`src/da_pkg.sv`:
```
////////////////////////////////////////////////////////////////////////////
// Shared widths, command and report codes for the converter host path.
// Every RTL block of the core imports this package with a wildcard import
// in its module header.
////////////////////////////////////////////////////////////////////////////

package da_pkg;

    // Host word and slot count
    localparam int HOST_WIDTH   = 16;
    localparam int NUM_SLOTS    = 4;

    // Status bytes from the isolator board
    localparam int STATUS_WIDTH = 8;

    // Report length is sent as 8 high bits then 16 low bits
    localparam int LENGTH_WIDTH = 24;

    typedef logic [HOST_WIDTH-1:0] host_word_t;

    // Commands from the host
    typedef enum logic [7:0] {
        ECHO_SEND    = 8'h20,
        SELECT_CLOCK = 8'h30,
        DIRCHAN_READ = 8'h40,
        AOVF_READ    = 8'h41
    } cmd_code_t;

    // Reports back to the host
    typedef enum logic [7:0] {
        ECHO_REPORT    = 8'h21,
        DIRCHAN_REPORT = 8'h42,
        AOVF_REPORT    = 8'h43
    } report_code_t;

    // Handed from the decoder to the framer with report_start
    typedef struct packed {
        logic [7:0]              slot;
        report_code_t            code;
        logic [LENGTH_WIDTH-1:0] length;
    } report_req_t;

endpackage

```
`src/da_core_top.sv`:
```
////////////////////////////////////////////////////////////////////////////
// Core top level of the converter host command path. Connects the command
// decoder to the echo FIFO, the slot clock control and the report framer.
// Everything runs on cr_core; status bytes and board clocks arrive already
// sampled in that domain.
////////////////////////////////////////////////////////////////////////////

`timescale 1ns/1ps

module da_core_top
    import da_pkg::*;
#(
    parameter int num_slots  = NUM_SLOTS,
    parameter int ECHO_DEPTH = 16
) (
    input  logic                    cr_core,
    input  logic                    reset_local,
    input  logic                    in_valid,
    input  host_word_t              in_data,
    output logic                    in_ready,
    output logic                    out_valid,
    output host_word_t              out_data,
    input  logic                    out_ready,
    input  logic                    clk0,
    input  logic                    clk1,
    input  logic [STATUS_WIDTH-1:0] dirchan,
    input  logic [STATUS_WIDTH-1:0] aovf,
    output logic [num_slots-1:0]    slot_clk,
    output logic [num_slots-1:0]    slot_reset
);

    logic                 echo_push;
    host_word_t           echo_data;
    logic                 echo_pop;
    host_word_t           echo_head;
    logic                 echo_head_valid;
    logic                 clksel_load;
    logic [num_slots-1:0] clksel_value;
    logic                 report_start;
    report_req_t          report_req;
    logic                 report_busy;

    // Decode stage
    da_host_decoder #(.num_slots(num_slots)) decoder_i (
        .cr_core(cr_core), .reset_local(reset_local),
        .in_valid(in_valid), .in_data(in_data), .in_ready(in_ready),
        .echo_push(echo_push), .echo_data(echo_data),
        .clksel_load(clksel_load), .clksel_value(clksel_value),
        .report_start(report_start), .report_req(report_req),
        .report_busy(report_busy)
    );

    // Execute stages
    da_echo_fifo #(.ECHO_DEPTH(ECHO_DEPTH)) echo_fifo_i (
        .cr_core(cr_core), .reset_local(reset_local),
        .push(echo_push), .push_data(echo_data), .pop(echo_pop),
        .head_data(echo_head), .head_valid(echo_head_valid)
    );

    da_slot_clock_ctl #(.num_slots(num_slots)) slot_clock_i (
        .cr_core(cr_core), .reset_local(reset_local),
        .clksel_load(clksel_load), .clksel_value(clksel_value),
        .clk0(clk0), .clk1(clk1),
        .slot_clk(slot_clk), .slot_reset(slot_reset)
    );

    // Result stage
    da_report_framer framer_i (
        .cr_core(cr_core), .reset_local(reset_local),
        .report_start(report_start), .report_req(report_req),
        .report_busy(report_busy),
        .echo_pop(echo_pop), .echo_data(echo_head), .echo_valid(echo_head_valid),
        .dirchan(dirchan), .aovf(aovf),
        .out_valid(out_valid), .out_data(out_data), .out_ready(out_ready)
    );

endmodule

```
`src/da_echo_fifo.sv`:
```
////////////////////////////////////////////////////////////////////////////
// Synchronous FIFO holding ECHO_SEND payload words until the framer streams
// them back. The head word is read combinationally and appears one cycle
// after it is pushed.
////////////////////////////////////////////////////////////////////////////

`timescale 1ns/1ps

module da_echo_fifo
    import da_pkg::*;
#(
    parameter int ECHO_DEPTH = 16
) (
    input  logic       cr_core,
    input  logic       reset_local,
    input  logic       push,
    input  host_word_t push_data,
    input  logic       pop,
    output host_word_t head_data,
    output logic       head_valid
);

    localparam int AW = $clog2(ECHO_DEPTH);
    localparam int CW = $clog2(ECHO_DEPTH + 1);

    host_word_t     mem [ECHO_DEPTH];
    logic [AW-1:0]  wr_ptr;
    logic [AW-1:0]  rd_ptr;
    logic [CW-1:0]  count;
    logic           do_push;
    logic           do_pop;

    // Pushes into a full store are dropped
    assign do_push    = push && (count != CW'(ECHO_DEPTH));
    assign do_pop     = pop && head_valid;
    assign head_valid = (count != '0);
    assign head_data  = mem[rd_ptr];

    always_ff @(posedge cr_core) begin
        if (do_push) begin
            mem[wr_ptr] <= push_data;
        end
    end

    always_ff @(posedge cr_core) begin
        if (reset_local) begin
            wr_ptr <= '0;
            rd_ptr <= '0;
            count  <= '0;
        end else begin
            if (do_push) begin
                wr_ptr <= (wr_ptr == AW'(ECHO_DEPTH - 1)) ? '0 : wr_ptr + 1'b1;
            end
            if (do_pop) begin
                rd_ptr <= (rd_ptr == AW'(ECHO_DEPTH - 1)) ? '0 : rd_ptr + 1'b1;
            end
            case ({do_push, do_pop})
                2'b10:   count <= count + 1'b1;
                2'b01:   count <= count - 1'b1;
                default: count <= count;
            endcase
        end
    end

endmodule

```
`src/da_host_decoder.sv`:
```
////////////////////////////////////////////////////////////////////////////
// Host command decoder. Parses slot index, command code and command data
// from the host word stream, drives the echo FIFO and clock-select strobes
// and requests a report from the framer when a command needs a reply.
// Input flow control is held off while a report is in progress.
////////////////////////////////////////////////////////////////////////////

`timescale 1ns/1ps

module da_host_decoder
    import da_pkg::*;
#(
    parameter int num_slots = NUM_SLOTS
) (
    input  logic                 cr_core,
    input  logic                 reset_local,
    input  logic                 in_valid,
    input  host_word_t           in_data,
    output logic                 in_ready,
    output logic                 echo_push,
    output host_word_t           echo_data,
    output logic                 clksel_load,
    output logic [num_slots-1:0] clksel_value,
    output logic                 report_start,
    output report_req_t          report_req,
    input  logic                 report_busy
);

    typedef enum logic [1:0] {ST_IDLE, ST_CODE, ST_DATA} state_t;

    state_t     state;
    cmd_code_t  cmd;
    logic [7:0] slot_idx;
    logic [3:0] echo_count;
    logic [4:0] word_count;
    logic       accept;

    assign accept = in_valid && in_ready;

    always_ff @(posedge cr_core) begin
        if (reset_local) begin
            state        <= ST_IDLE;
            in_ready     <= 1'b0;
            echo_push    <= 1'b0;
            clksel_load  <= 1'b0;
            report_start <= 1'b0;
        end else begin
            echo_push    <= 1'b0;
            clksel_load  <= 1'b0;
            report_start <= 1'b0;
            in_ready     <= !report_busy && !report_start;

            if (accept) begin
                case (state)
                    ST_IDLE: begin
                        slot_idx <= in_data[7:0];
                        state    <= ST_CODE;
                    end
                    ST_CODE: begin
                        cmd        <= cmd_code_t'(in_data[7:0]);
                        word_count <= '0;
                        case (cmd_code_t'(in_data[7:0]))
                            ECHO_SEND, SELECT_CLOCK: state <= ST_DATA;
                            DIRCHAN_READ: begin
                                report_start <= 1'b1;
                                report_req   <= '{slot: slot_idx, code: DIRCHAN_REPORT,
                                                  length: LENGTH_WIDTH'(1)};
                                in_ready     <= 1'b0;
                                state        <= ST_IDLE;
                            end
                            AOVF_READ: begin
                                report_start <= 1'b1;
                                report_req   <= '{slot: slot_idx, code: AOVF_REPORT,
                                                  length: LENGTH_WIDTH'(1)};
                                in_ready     <= 1'b0;
                                state        <= ST_IDLE;
                            end
                            // Drop an unknown code silently
                            default: state <= ST_IDLE;
                        endcase
                    end
                    default: begin
                        if (cmd == SELECT_CLOCK) begin
                            clksel_load  <= 1'b1;
                            clksel_value <= in_data[num_slots-1:0];
                            state        <= ST_IDLE;
                        end else if (word_count == 5'd0) begin
                            // Count word; only the low 4 bits matter
                            echo_count <= in_data[3:0];
                            word_count <= 5'd1;
                            if (in_data[3:0] == 4'd0) begin
                                report_start <= 1'b1;
                                report_req   <= '{slot: slot_idx, code: ECHO_REPORT,
                                                  length: '0};
                                in_ready     <= 1'b0;
                                state        <= ST_IDLE;
                            end
                        end else begin
                            echo_push  <= 1'b1;
                            echo_data  <= in_data;
                            word_count <= word_count + 5'd1;
                            if (word_count == {1'b0, echo_count}) begin
                                report_start <= 1'b1;
                                report_req   <= '{slot: slot_idx, code: ECHO_REPORT,
                                                  length: LENGTH_WIDTH'(echo_count)};
                                in_ready     <= 1'b0;
                                state        <= ST_IDLE;
                            end
                        end
                    end
                endcase
            end
        end
    end

endmodule

```
`src/da_report_framer.sv`:
```
////////////////////////////////////////////////////////////////////////////
// Report framer for the host output. Sends slot, report code and length,
// then the payload from the echo FIFO or a status byte, then the 32-bit
// checksum of header and payload, high half first. The output word is
// registered and held while the host is not ready.
////////////////////////////////////////////////////////////////////////////

`timescale 1ns/1ps

module da_report_framer
    import da_pkg::*;
(
    input  logic                    cr_core,
    input  logic                    reset_local,
    input  logic                    report_start,
    input  report_req_t             report_req,
    output logic                    report_busy,
    output logic                    echo_pop,
    input  host_word_t              echo_data,
    input  logic                    echo_valid,
    input  logic [STATUS_WIDTH-1:0] dirchan,
    input  logic [STATUS_WIDTH-1:0] aovf,
    output logic                    out_valid,
    output host_word_t              out_data,
    input  logic                    out_ready
);

    localparam int CNT_WIDTH = LENGTH_WIDTH + 1;

    report_req_t             req;
    logic [CNT_WIDTH-1:0]    word_cnt;
    logic [CNT_WIDTH-1:0]    pay_end;
    logic [CNT_WIDTH-1:0]    frame_end;
    logic [2*HOST_WIDTH-1:0] csum;
    host_word_t              next_word;
    logic                    advance;
    logic                    in_payload;
    logic                    echo_wait;
    logic                    load_word;

    // Word index runs over 4 header words, the payload and 2 checksum words
    assign pay_end    = CNT_WIDTH'(req.length) + CNT_WIDTH'(4);
    assign frame_end  = pay_end + CNT_WIDTH'(2);
    assign advance    = !out_valid || out_ready;
    assign in_payload = (word_cnt >= CNT_WIDTH'(4)) && (word_cnt < pay_end);
    assign echo_wait  = in_payload && (req.code == ECHO_REPORT) && !echo_valid;
    assign load_word  = report_busy && advance && !echo_wait && (word_cnt != frame_end);
    assign echo_pop   = load_word && in_payload && (req.code == ECHO_REPORT);

    always_comb begin
        if (word_cnt < CNT_WIDTH'(4)) begin
            case (word_cnt[1:0])
                2'd0:    next_word = HOST_WIDTH'(req.slot);
                2'd1:    next_word = HOST_WIDTH'(req.code);
                2'd2:    next_word = HOST_WIDTH'(req.length[LENGTH_WIDTH-1:16]);
                default: next_word = req.length[15:0];
            endcase
        end else if (in_payload) begin
            case (req.code)
                ECHO_REPORT:    next_word = echo_data;
                DIRCHAN_REPORT: next_word = HOST_WIDTH'(dirchan);
                default:        next_word = HOST_WIDTH'(aovf);
            endcase
        end else if (word_cnt == pay_end) begin
            next_word = csum[2*HOST_WIDTH-1:HOST_WIDTH];
        end else begin
            next_word = csum[HOST_WIDTH-1:0];
        end
    end

    always_ff @(posedge cr_core) begin
        if (reset_local) begin
            report_busy <= 1'b0;
            out_valid   <= 1'b0;
            word_cnt    <= '0;
        end else begin
            if (out_valid && out_ready) begin
                out_valid <= 1'b0;
            end
            if (report_start) begin
                report_busy <= 1'b1;
                word_cnt    <= '0;
            end else if (load_word) begin
                out_valid <= 1'b1;
                word_cnt  <= word_cnt + 1'b1;
            end else if (report_busy && advance && (word_cnt == frame_end)) begin
                // Last checksum word accepted by the host
                report_busy <= 1'b0;
            end
        end
    end

    always_ff @(posedge cr_core) begin
        if (report_start) begin
            req  <= report_req;
            csum <= '0;
        end else if (load_word) begin
            out_data <= next_word;
            if (word_cnt < pay_end) begin
                csum <= csum + (2*HOST_WIDTH)'(next_word);
            end
        end
    end

endmodule

```
`src/da_slot_clock_ctl.sv`:
```
////////////////////////////////////////////////////////////////////////////
// Per-slot converter clock selection. Holds the clock-select register,
// stops the clock of every slot that is switched over for one cycle and
// keeps that slot in reset until its new clock shows a rising edge.
////////////////////////////////////////////////////////////////////////////

`timescale 1ns/1ps

module da_slot_clock_ctl
    import da_pkg::*;
#(
    parameter int num_slots = NUM_SLOTS
) (
    input  logic                 cr_core,
    input  logic                 reset_local,
    input  logic                 clksel_load,
    input  logic [num_slots-1:0] clksel_value,
    input  logic                 clk0,
    input  logic                 clk1,
    output logic [num_slots-1:0] slot_clk,
    output logic [num_slots-1:0] slot_reset
);

    logic [num_slots-1:0] clksel;
    logic [num_slots-1:0] clk_inhibit;
    logic [num_slots-1:0] release_mask;
    logic [num_slots-1:0] changed;
    logic                 clk0_last;
    logic                 clk1_last;
    logic                 clk0_rise;
    logic                 clk1_rise;

    assign clk0_rise = clk0 && !clk0_last;
    assign clk1_rise = clk1 && !clk1_last;
    assign changed   = clksel_load ? (clksel ^ clksel_value) : '0;

    always_comb begin
        for (int i = 0; i < num_slots; i++) begin
            // Release on the first edge of the chosen clock once unblocked
            release_mask[i] = slot_reset[i] && !clk_inhibit[i] &&
                              (clksel[i] ? clk1_rise : clk0_rise);
            slot_clk[i]     = !clk_inhibit[i] && (clksel[i] ? clk1 : clk0);
        end
    end

    always_ff @(posedge cr_core) begin
        clk0_last <= clk0;
        clk1_last <= clk1;
    end

    always_ff @(posedge cr_core) begin
        if (reset_local) begin
            clksel      <= '0;
            clk_inhibit <= '0;
            slot_reset  <= '1;
        end else begin
            clk_inhibit <= changed;
            slot_reset  <= (slot_reset & ~release_mask) | changed;
            if (clksel_load) begin
                clksel <= clksel_value;
            end
        end
    end

endmodule

```
`config.mk`:
```
export PLATFORM = sky130hd
export DESIGN_NAME = da_core_top
export DESIGN_NICKNAME = d
export VERILOG_FILES = /design/src/da_pkg.sv /design/src/da_core_top.sv /design/src/da_echo_fifo.sv /design/src/da_host_decoder.sv /design/src/da_report_framer.sv /design/src/da_slot_clock_ctl.sv
export SDC_FILE = /design/constraint.sdc
export NUM_CORES = 1
export LEC_CHECK = 0
export ABC_AREA = 0
export BUFFER_PORTS_ARGS = -buffer_cell sky130_fd_sc_hd__clkbuf_2
export CORE_AREA = 2 2 235 237
export DETAILED_ROUTE_END_ITERATION = 10
export DIE_AREA = 0 0 237 239
export PLACE_DENSITY = 0.5
export SLEW_MARGIN = 10
export SYNTH_ARGS = -nofsm -noshare
export SYNTH_HDL_FRONTEND = slang
export SYNTH_SLANG_ARGS = --single-unit
```
`constraint.sdc`:
```
create_clock -name cr_core -period 6.1 [get_ports cr_core]
set_clock_uncertainty 0.1 [all_clocks]
set_input_delay 0.305 -clock cr_core [delete_from_list [all_inputs] [get_ports cr_core]]
set_output_delay 0.305 -clock cr_core [all_outputs]
set_load 0.02 [all_outputs]
```
==> metrics, run 1 <==
outcome=completed; Final Worst Setup Slack=between 700 and 800 ps; Setup Slack @ Placement=a little under 800 ps; vias in the first global route=about 11,000; post-CTS resize count=0; Hold Vio Cnt, Final=0; GR Util All Layers=0.1599; Hold-fix buffers, CTS=19; Post-Synthesis Cells=~1,300; fill count=~5,000; Tcrit/Tclk final=0.8836; commonest cells after routing, fill and taps aside=edfxtp_1 (347), dfxtp_1 (92), nor2_1 (89); critical path startpoint category=register; FF+latch count, synth=about 440; clock-pin slew on the worst setup and hold paths=approximately 60 ps; diode count=0; Routed Antenna Nets=0; share of cells above drive strength 1=0.1954; Post-synth ARST share=0; crit path max fanout=16; die width=roughly 240 µm; WP data required=about 6500 ps; post-CTS repair timing setup buffer count=0; CTS root buf=clkbuf_16; commonest non-fill, non-tap cell in the layout=edfxtp_1; average size of a mapped cell=about 15 µm²; Synth Cell Area=18,800 µm²; Ys Warns=0; drc violations=0; routed wire length=44,970 µm; setup violators final=0; DR vias=approximately 11,000; die area=56,640 µm²; fin. max-slew vios=0; Wirelength per Cell=21.09 µm; minimum clock period=~5400 ps; largest net degree at the start of global routing=52; I/O Pins=64; Layout Nets=1,466; Post-synth EDFFs=approximately 350; num rows=86; grt total ovfl=0; Max H-tree Level=2; Crit Path Class=reg -> reg; CTS Buf Count=50; P_leak=about 7 nW; main flop type after synthesis=edfxtp_1; HP Class=in -> reg; CP endpoint kind=register; Max IR drop VDD=between 0.2 and 0.25 mV; PortBufs=63; Net Count, Synth=1,359; Vias/cell=about 5.2; RePlAce Congestion=between 0.8 and 0.9; Syn-to-layout area delta=15.83%; clock latency on the worst-skew pair=about 600 ps; Initial DRC Count=slightly above 600; global-route wire length before repair=roughly 70,000 µm; antenna violations before repair=0; R2R Setup Slk=roughly 710 ps; CP arrival=slightly below 6000 ps; power per cell area=about 290 nW/µm²; CORE AREA=~54,000 µm²; Slew headroom=0.2084; fmax=roughly 190 MHz; CTS Buffer Depth=3; hold_ws=around 87 ps; post-synth cell types=67; CTS tree=built; Pre-Repair DR Iteration Count=5; Clock Sinks=roughly 440; RSZ-0062 raised after global routing=no; Die Height=239 µm; DPL Wire Length=roughly 29,000 µm; worst slew pin tran=between 1000 and 1500 ps; setup_tns=0 ps; MaxCap Viol Count=0; post-synthesis sequential area ratio=0.6564; Initial Util=0.3460
-- path summary, 6_finish.rpt --
check                                           endpoint             startpoint  cells past startpoint
worst max register to register         framer_i.csum[25]        framer_i.req[2]                     18
worst max-delay path                   framer_i.csum[25]        framer_i.req[2]                     18
worst min register to register  decoder_i.report_req[33]  decoder_i.slot_idx[1]                      0
worst min-delay path              slot_clock_i.clksel[0]            reset_local                      3
-- synth_stat cells, types with 18 or more instances --
master    number  share of area
mux2i_1       25          0.013
clkbuf_1      31         0.0062
dfxtp_1       96           0.10
ha_1          38          0.025
o21ai_0       34         0.0091
inv_1         28         0.0056
edfxtp_1     347           0.55
nor2_1       102          0.020
xnor2_1       18         0.0084
nand3_1       29         0.0077
xor2_1        30          0.014
a21oi_1       78          0.021
mux4_2        80          0.096
nand2_1       86          0.017
-- sequential cells by signal, summed over array words and instances (netlist names), 2 cells and up, named ones only --
register                  flops
framer_i.csum                32
echo_fifo_i.wr_ptr            4
echo_fifo_i.count             5
framer_i.word_cnt            25
decoder_i.report_req         15
slot_clock_i.clk_inhibit      4
slot_clock_i.slot_reset       4
decoder_i.cmd                 8
echo_fifo_i.rd_ptr            4
decoder_i.state               2
framer_i.out_data            16
echo_fifo_i.mem             256
decoder_i.echo_count          4
decoder_i.slot_idx            8
framer_i.req                 15
decoder_i.word_count          5
decoder_i.clksel_value        4
decoder_i.echo_data          16
slot_clock_i.clksel           4
-- layout make-up --
class | count | area, µm² | area share
Tap cell | 704 | 880.8 | 0.04045
Timing Repair Buffer | 113 | 753.2 | 0.03459
Clock inverter | 22 | 192.7 | 0.008848
Multi-Input combinational cell | 753 | 6165 | 0.2831
Clock buffer | 69 | 1333 | 0.06119
Sequential cell | 443 | 12350 | 0.5670
Inverter | 28 | 105.1 | 0.004826
-- metal layers --
layer / GRT usage / up-vias / share of wire
met4: 0.05639 / 0 / 0.031
met2: 0.2730 / 181 / 0.49
met1: 0.2073 / 5624 / 0.44
met5: 0 / - / 0
met3: 0.02471 / 81 / 0.031
li1: - / 5203 / -
-- report_power, final --
part / leakage, nW / switching [mW] / internal, mW
sequential: 3.89 / 0.0289 / 3.25
combinational: 2.56 / 0.118 / 0.0902
clock: 0.739 / 1.20 / 1.58
-- kinds of logic after synthesis --
logic type | synth area share
buffers and inverters | 0.01850
AO/OA/AOI/OAI | 0.07021
AND/OR/NAND/NOR | 0.09523
XOR/XNOR | 0.02236
multiplexers | 0.1109
flip-flops | 0.6564
adder cells (fa/ha/maj) | 0.02635
-- stage by stage --
| step | instances | cell area (µm²) | power [mW] | util |
|---|---|---|---|---|
| floorplan | 1282 | 18800 | 3.472 | - |
| global placement | 2021 | 20050 | 3.540 | 0.3690 |
| detailed placement | 2021 | 20050 | 3.542 | 0.3690 |
| CTS | 2131 | 21770 | 6.356 | 0.4006 |
| global route | 2132 | 21780 | 6.492 | 0.4008 |
| finish | 2132 | 21780 | 6.270 | 0.4008 |
-- critical path, stage by stage (launching register included) --
cell and delay, ps:
edfxtp_1 410, inv_1 80, ha_1 340, ha_1 330, nand4_1 170, nor4_4 670
buf_4 340, mux2i_1 200, nor2_1 50, a31oi_1 130, nor2_1 80, ha_1 420
a21oi_1 220, nand2_1 100, a31oi_1 260, nand4_1 140, a21oi_1 860, o41ai_1 230
a21oi_1 160
(Power assumes the default switching activity.)
==> run 2, diff against run 1 <==
--- a/config.mk
+++ b/config.mk
@@ -10,7 +10,8 @@
 export CORE_AREA = 2 2 235 237
 export DETAILED_ROUTE_END_ITERATION = 10
 export DIE_AREA = 0 0 237 239
-export PLACE_DENSITY = 0.5
+export MAX_ROUTING_LAYER = met4
+export PLACE_DENSITY = 0.6
 export SLEW_MARGIN = 10
 export SYNTH_ARGS = -nofsm -noshare
 export SYNTH_HDL_FRONTEND = slang
==> run 2 against run 1 <==
Effect of this change: worst setup slack gained 340 ps; final cell count shrank 0.19%; via count rose by 0.55%; worst hold slack improved by 18 ps; global-route usage fell by 0.45 points; final area shrank 0.16%; fmax grew 6.7%; die area unchanged; wire length down 5.0%; non-clock buffer count did not move; register-to-register slack improved by 340 ps; largest power group unchanged; highest routed layer unchanged.
==> metrics, run 2 (synthesis gave the netlist of run 1 again) <==
Tot Pwr=around 6.3 mW; register area=approximately 12,000 µm²; Syn-to-layout area delta=15.65%; Seq pwr share=0.522; CTS Buf Count=47; HP Class=in -> reg; Hold Vio Cnt, Final=0; critical path startpoint category=register; fill count=between 4,000 and 5,000; CP endpoint kind=register; diode count=0; CTS Buffer Depth=3; Vias/cell=5.240; outcome=completed; die width=approximately 240 µm; die area=between 50,000 and 60,000 µm²; footprint of the multi-input gates=roughly 6100 µm²; CORE AREA=54,340 µm²; PortBufs=63; P_leak=approximately 7.2 nW; Tcrit/Tclk final=0.8283; CP arrival=5460 ps; met3 wire length=2040 µm; Layout Nets=1,463; WL met1=between 15,000 and 20,000 µm; power per cell area=between 200 and 300 nW/µm²; Logic pwr share=0.032; Final Worst Setup Slack=roughly 1000 ps; RePlAce Congestion=~0.85; num rows=86; Setup Slack @ Placement=about 1100 ps; Wirelength per Cell=between 20 and 25 µm; Max H-tree Level=2; Max Used Layer=met4; commonest non-fill, non-tap cell in the layout=edfxtp_1; sw frac=0.2123; post-CTS resize count=0; Crit Path Class=reg -> reg; GR Util All Layers=0.1554; fmax=a little under 200 MHz; Area after DPL=20,030 µm²; RSZ-0062 raised after global routing=no; largest net degree at the start of global routing=52; post-route cell area=21,740 µm²; worst slew pin tran=around 1200 ps; antenna violations before repair=0; clock-pin slew on the worst setup and hold paths=60 ps; setup violators final=0; WP data required=between 6000 and 7000 ps; DR vias=about 11,000; drc violations=0; clock latency on the worst-skew pair=590 ps; grt total ovfl=0; Finished Layout Cells=2,128; DPL Wire Length=~28,000 µm; CTS root buf=clkbuf_16; Reg2Reg Depth=19; share of cells above drive strength 1=0.1917; Slew headroom=0.2264; vias in the first global route=11,040; Int Pwr=4.951 mW; I/O Pins=between 60 and 70; Clk network pwr share=0.446; Biggest register=echo_fifo_i.mem; metal2 WL=around 21,000 µm; CTS tree=built; crit path max fanout=10; commonest cells after routing, fill and taps aside=edfxtp_1 (347), nor2_1 (99), dfxtp_1 (92); Routed Antenna Nets=0; minimum clock period=just over 5000 ps; Clock Sinks=around 440; Initial Util=0.3460; fin. max-slew vios=0; Max IR drop VDD=between 0.15 and 0.2 mV; setup_tns=0 ps; Top Registers=echo_fifo_i.mem (256), framer_i.csum (32), framer_i.word_cnt (25); Largest register FFs=around 260; Worst Hold Depth=3; Pre-Repair DR Iteration Count=5; Die Height=about 240 µm; placed insts=around 2,000; Initial DRC Count=771; global-route wire length before repair=65,360 µm; routed wire length=42,750 µm; MaxCap Viol Count=0; Switch Pwr=~1.3 mW
[run 2: final cells by class]
type	instances	area share
Multi-Input combinational cell	753	0.2824
Timing Repair Buffer	113	0.03464
Clock buffer	61	0.05651
Clock inverter	26	0.01323
Tap cell	704	0.04051
Sequential cell	443	0.5679
Inverter	28	0.004833
[run 2: worst paths after layout]
path                         startpoint                  endpoint  slack [ps]
setup / recovery        framer_i.req[2]         framer_i.csum[28]        1050
hold / removal              reset_local    slot_clock_i.clksel[0]         100
setup reg to reg        framer_i.req[2]         framer_i.csum[28]        1050
hold reg to reg   decoder_i.slot_idx[4]  decoder_i.report_req[36]         310
[run 2: power by group through the flow]
stage	Clock [mW]	Sequential, mW	Combinational (mW)
floorplan	0	3.34	0.134
global placement	0	3.34	0.189
detailed placement	0	3.34	0.194
CTS	2.87	3.28	0.204
global route	2.99	3.28	0.227
finish	2.80	3.28	0.203
[run 2: per-layer routing]
| metal | vias to the layer above | global-route usage |
|---|---|---|
| met1 | 5652 | 0.2005 |
| met5 | - | - |
| met4 | 0 | 0.04334 |
| li1 | 5188 | - |
| met3 | 66 | 0.02898 |
| met2 | 244 | 0.2520 |
[run 2: repair_timing]
item	in CTS	in global routing
setup buffers	0	0
hold endpoints to repair	45	0
hold buffers	20	0
[run 2: worst max-delay path, stage by stage, from the launching register on]
cell and delay [ps]:
edfxtp_1 390, inv_1 80, ha_1 340, ha_1 320
nand4_1 180, nor2_1 80, a211oi_1 490, nand2_4 160
a211oi_1 220, a211oi_1 80, a21o_1 210, ha_1 210
fa_1 440, a211oi_1 320, o21bai_1 200, a211oi_1 310
o21ai_0 180, and2_1 280, a31o_2 280, a21oi_1 110
[run 2: stage by stage]
stage	hold slack [ps]	util
after CTS	78.12	0.4001
final	104.8	0.4002
after global routing	98.21	0.4002
after floorplan	232.7	-
after detailed placement	304.5	0.3685
after global placement	303.4	0.3685
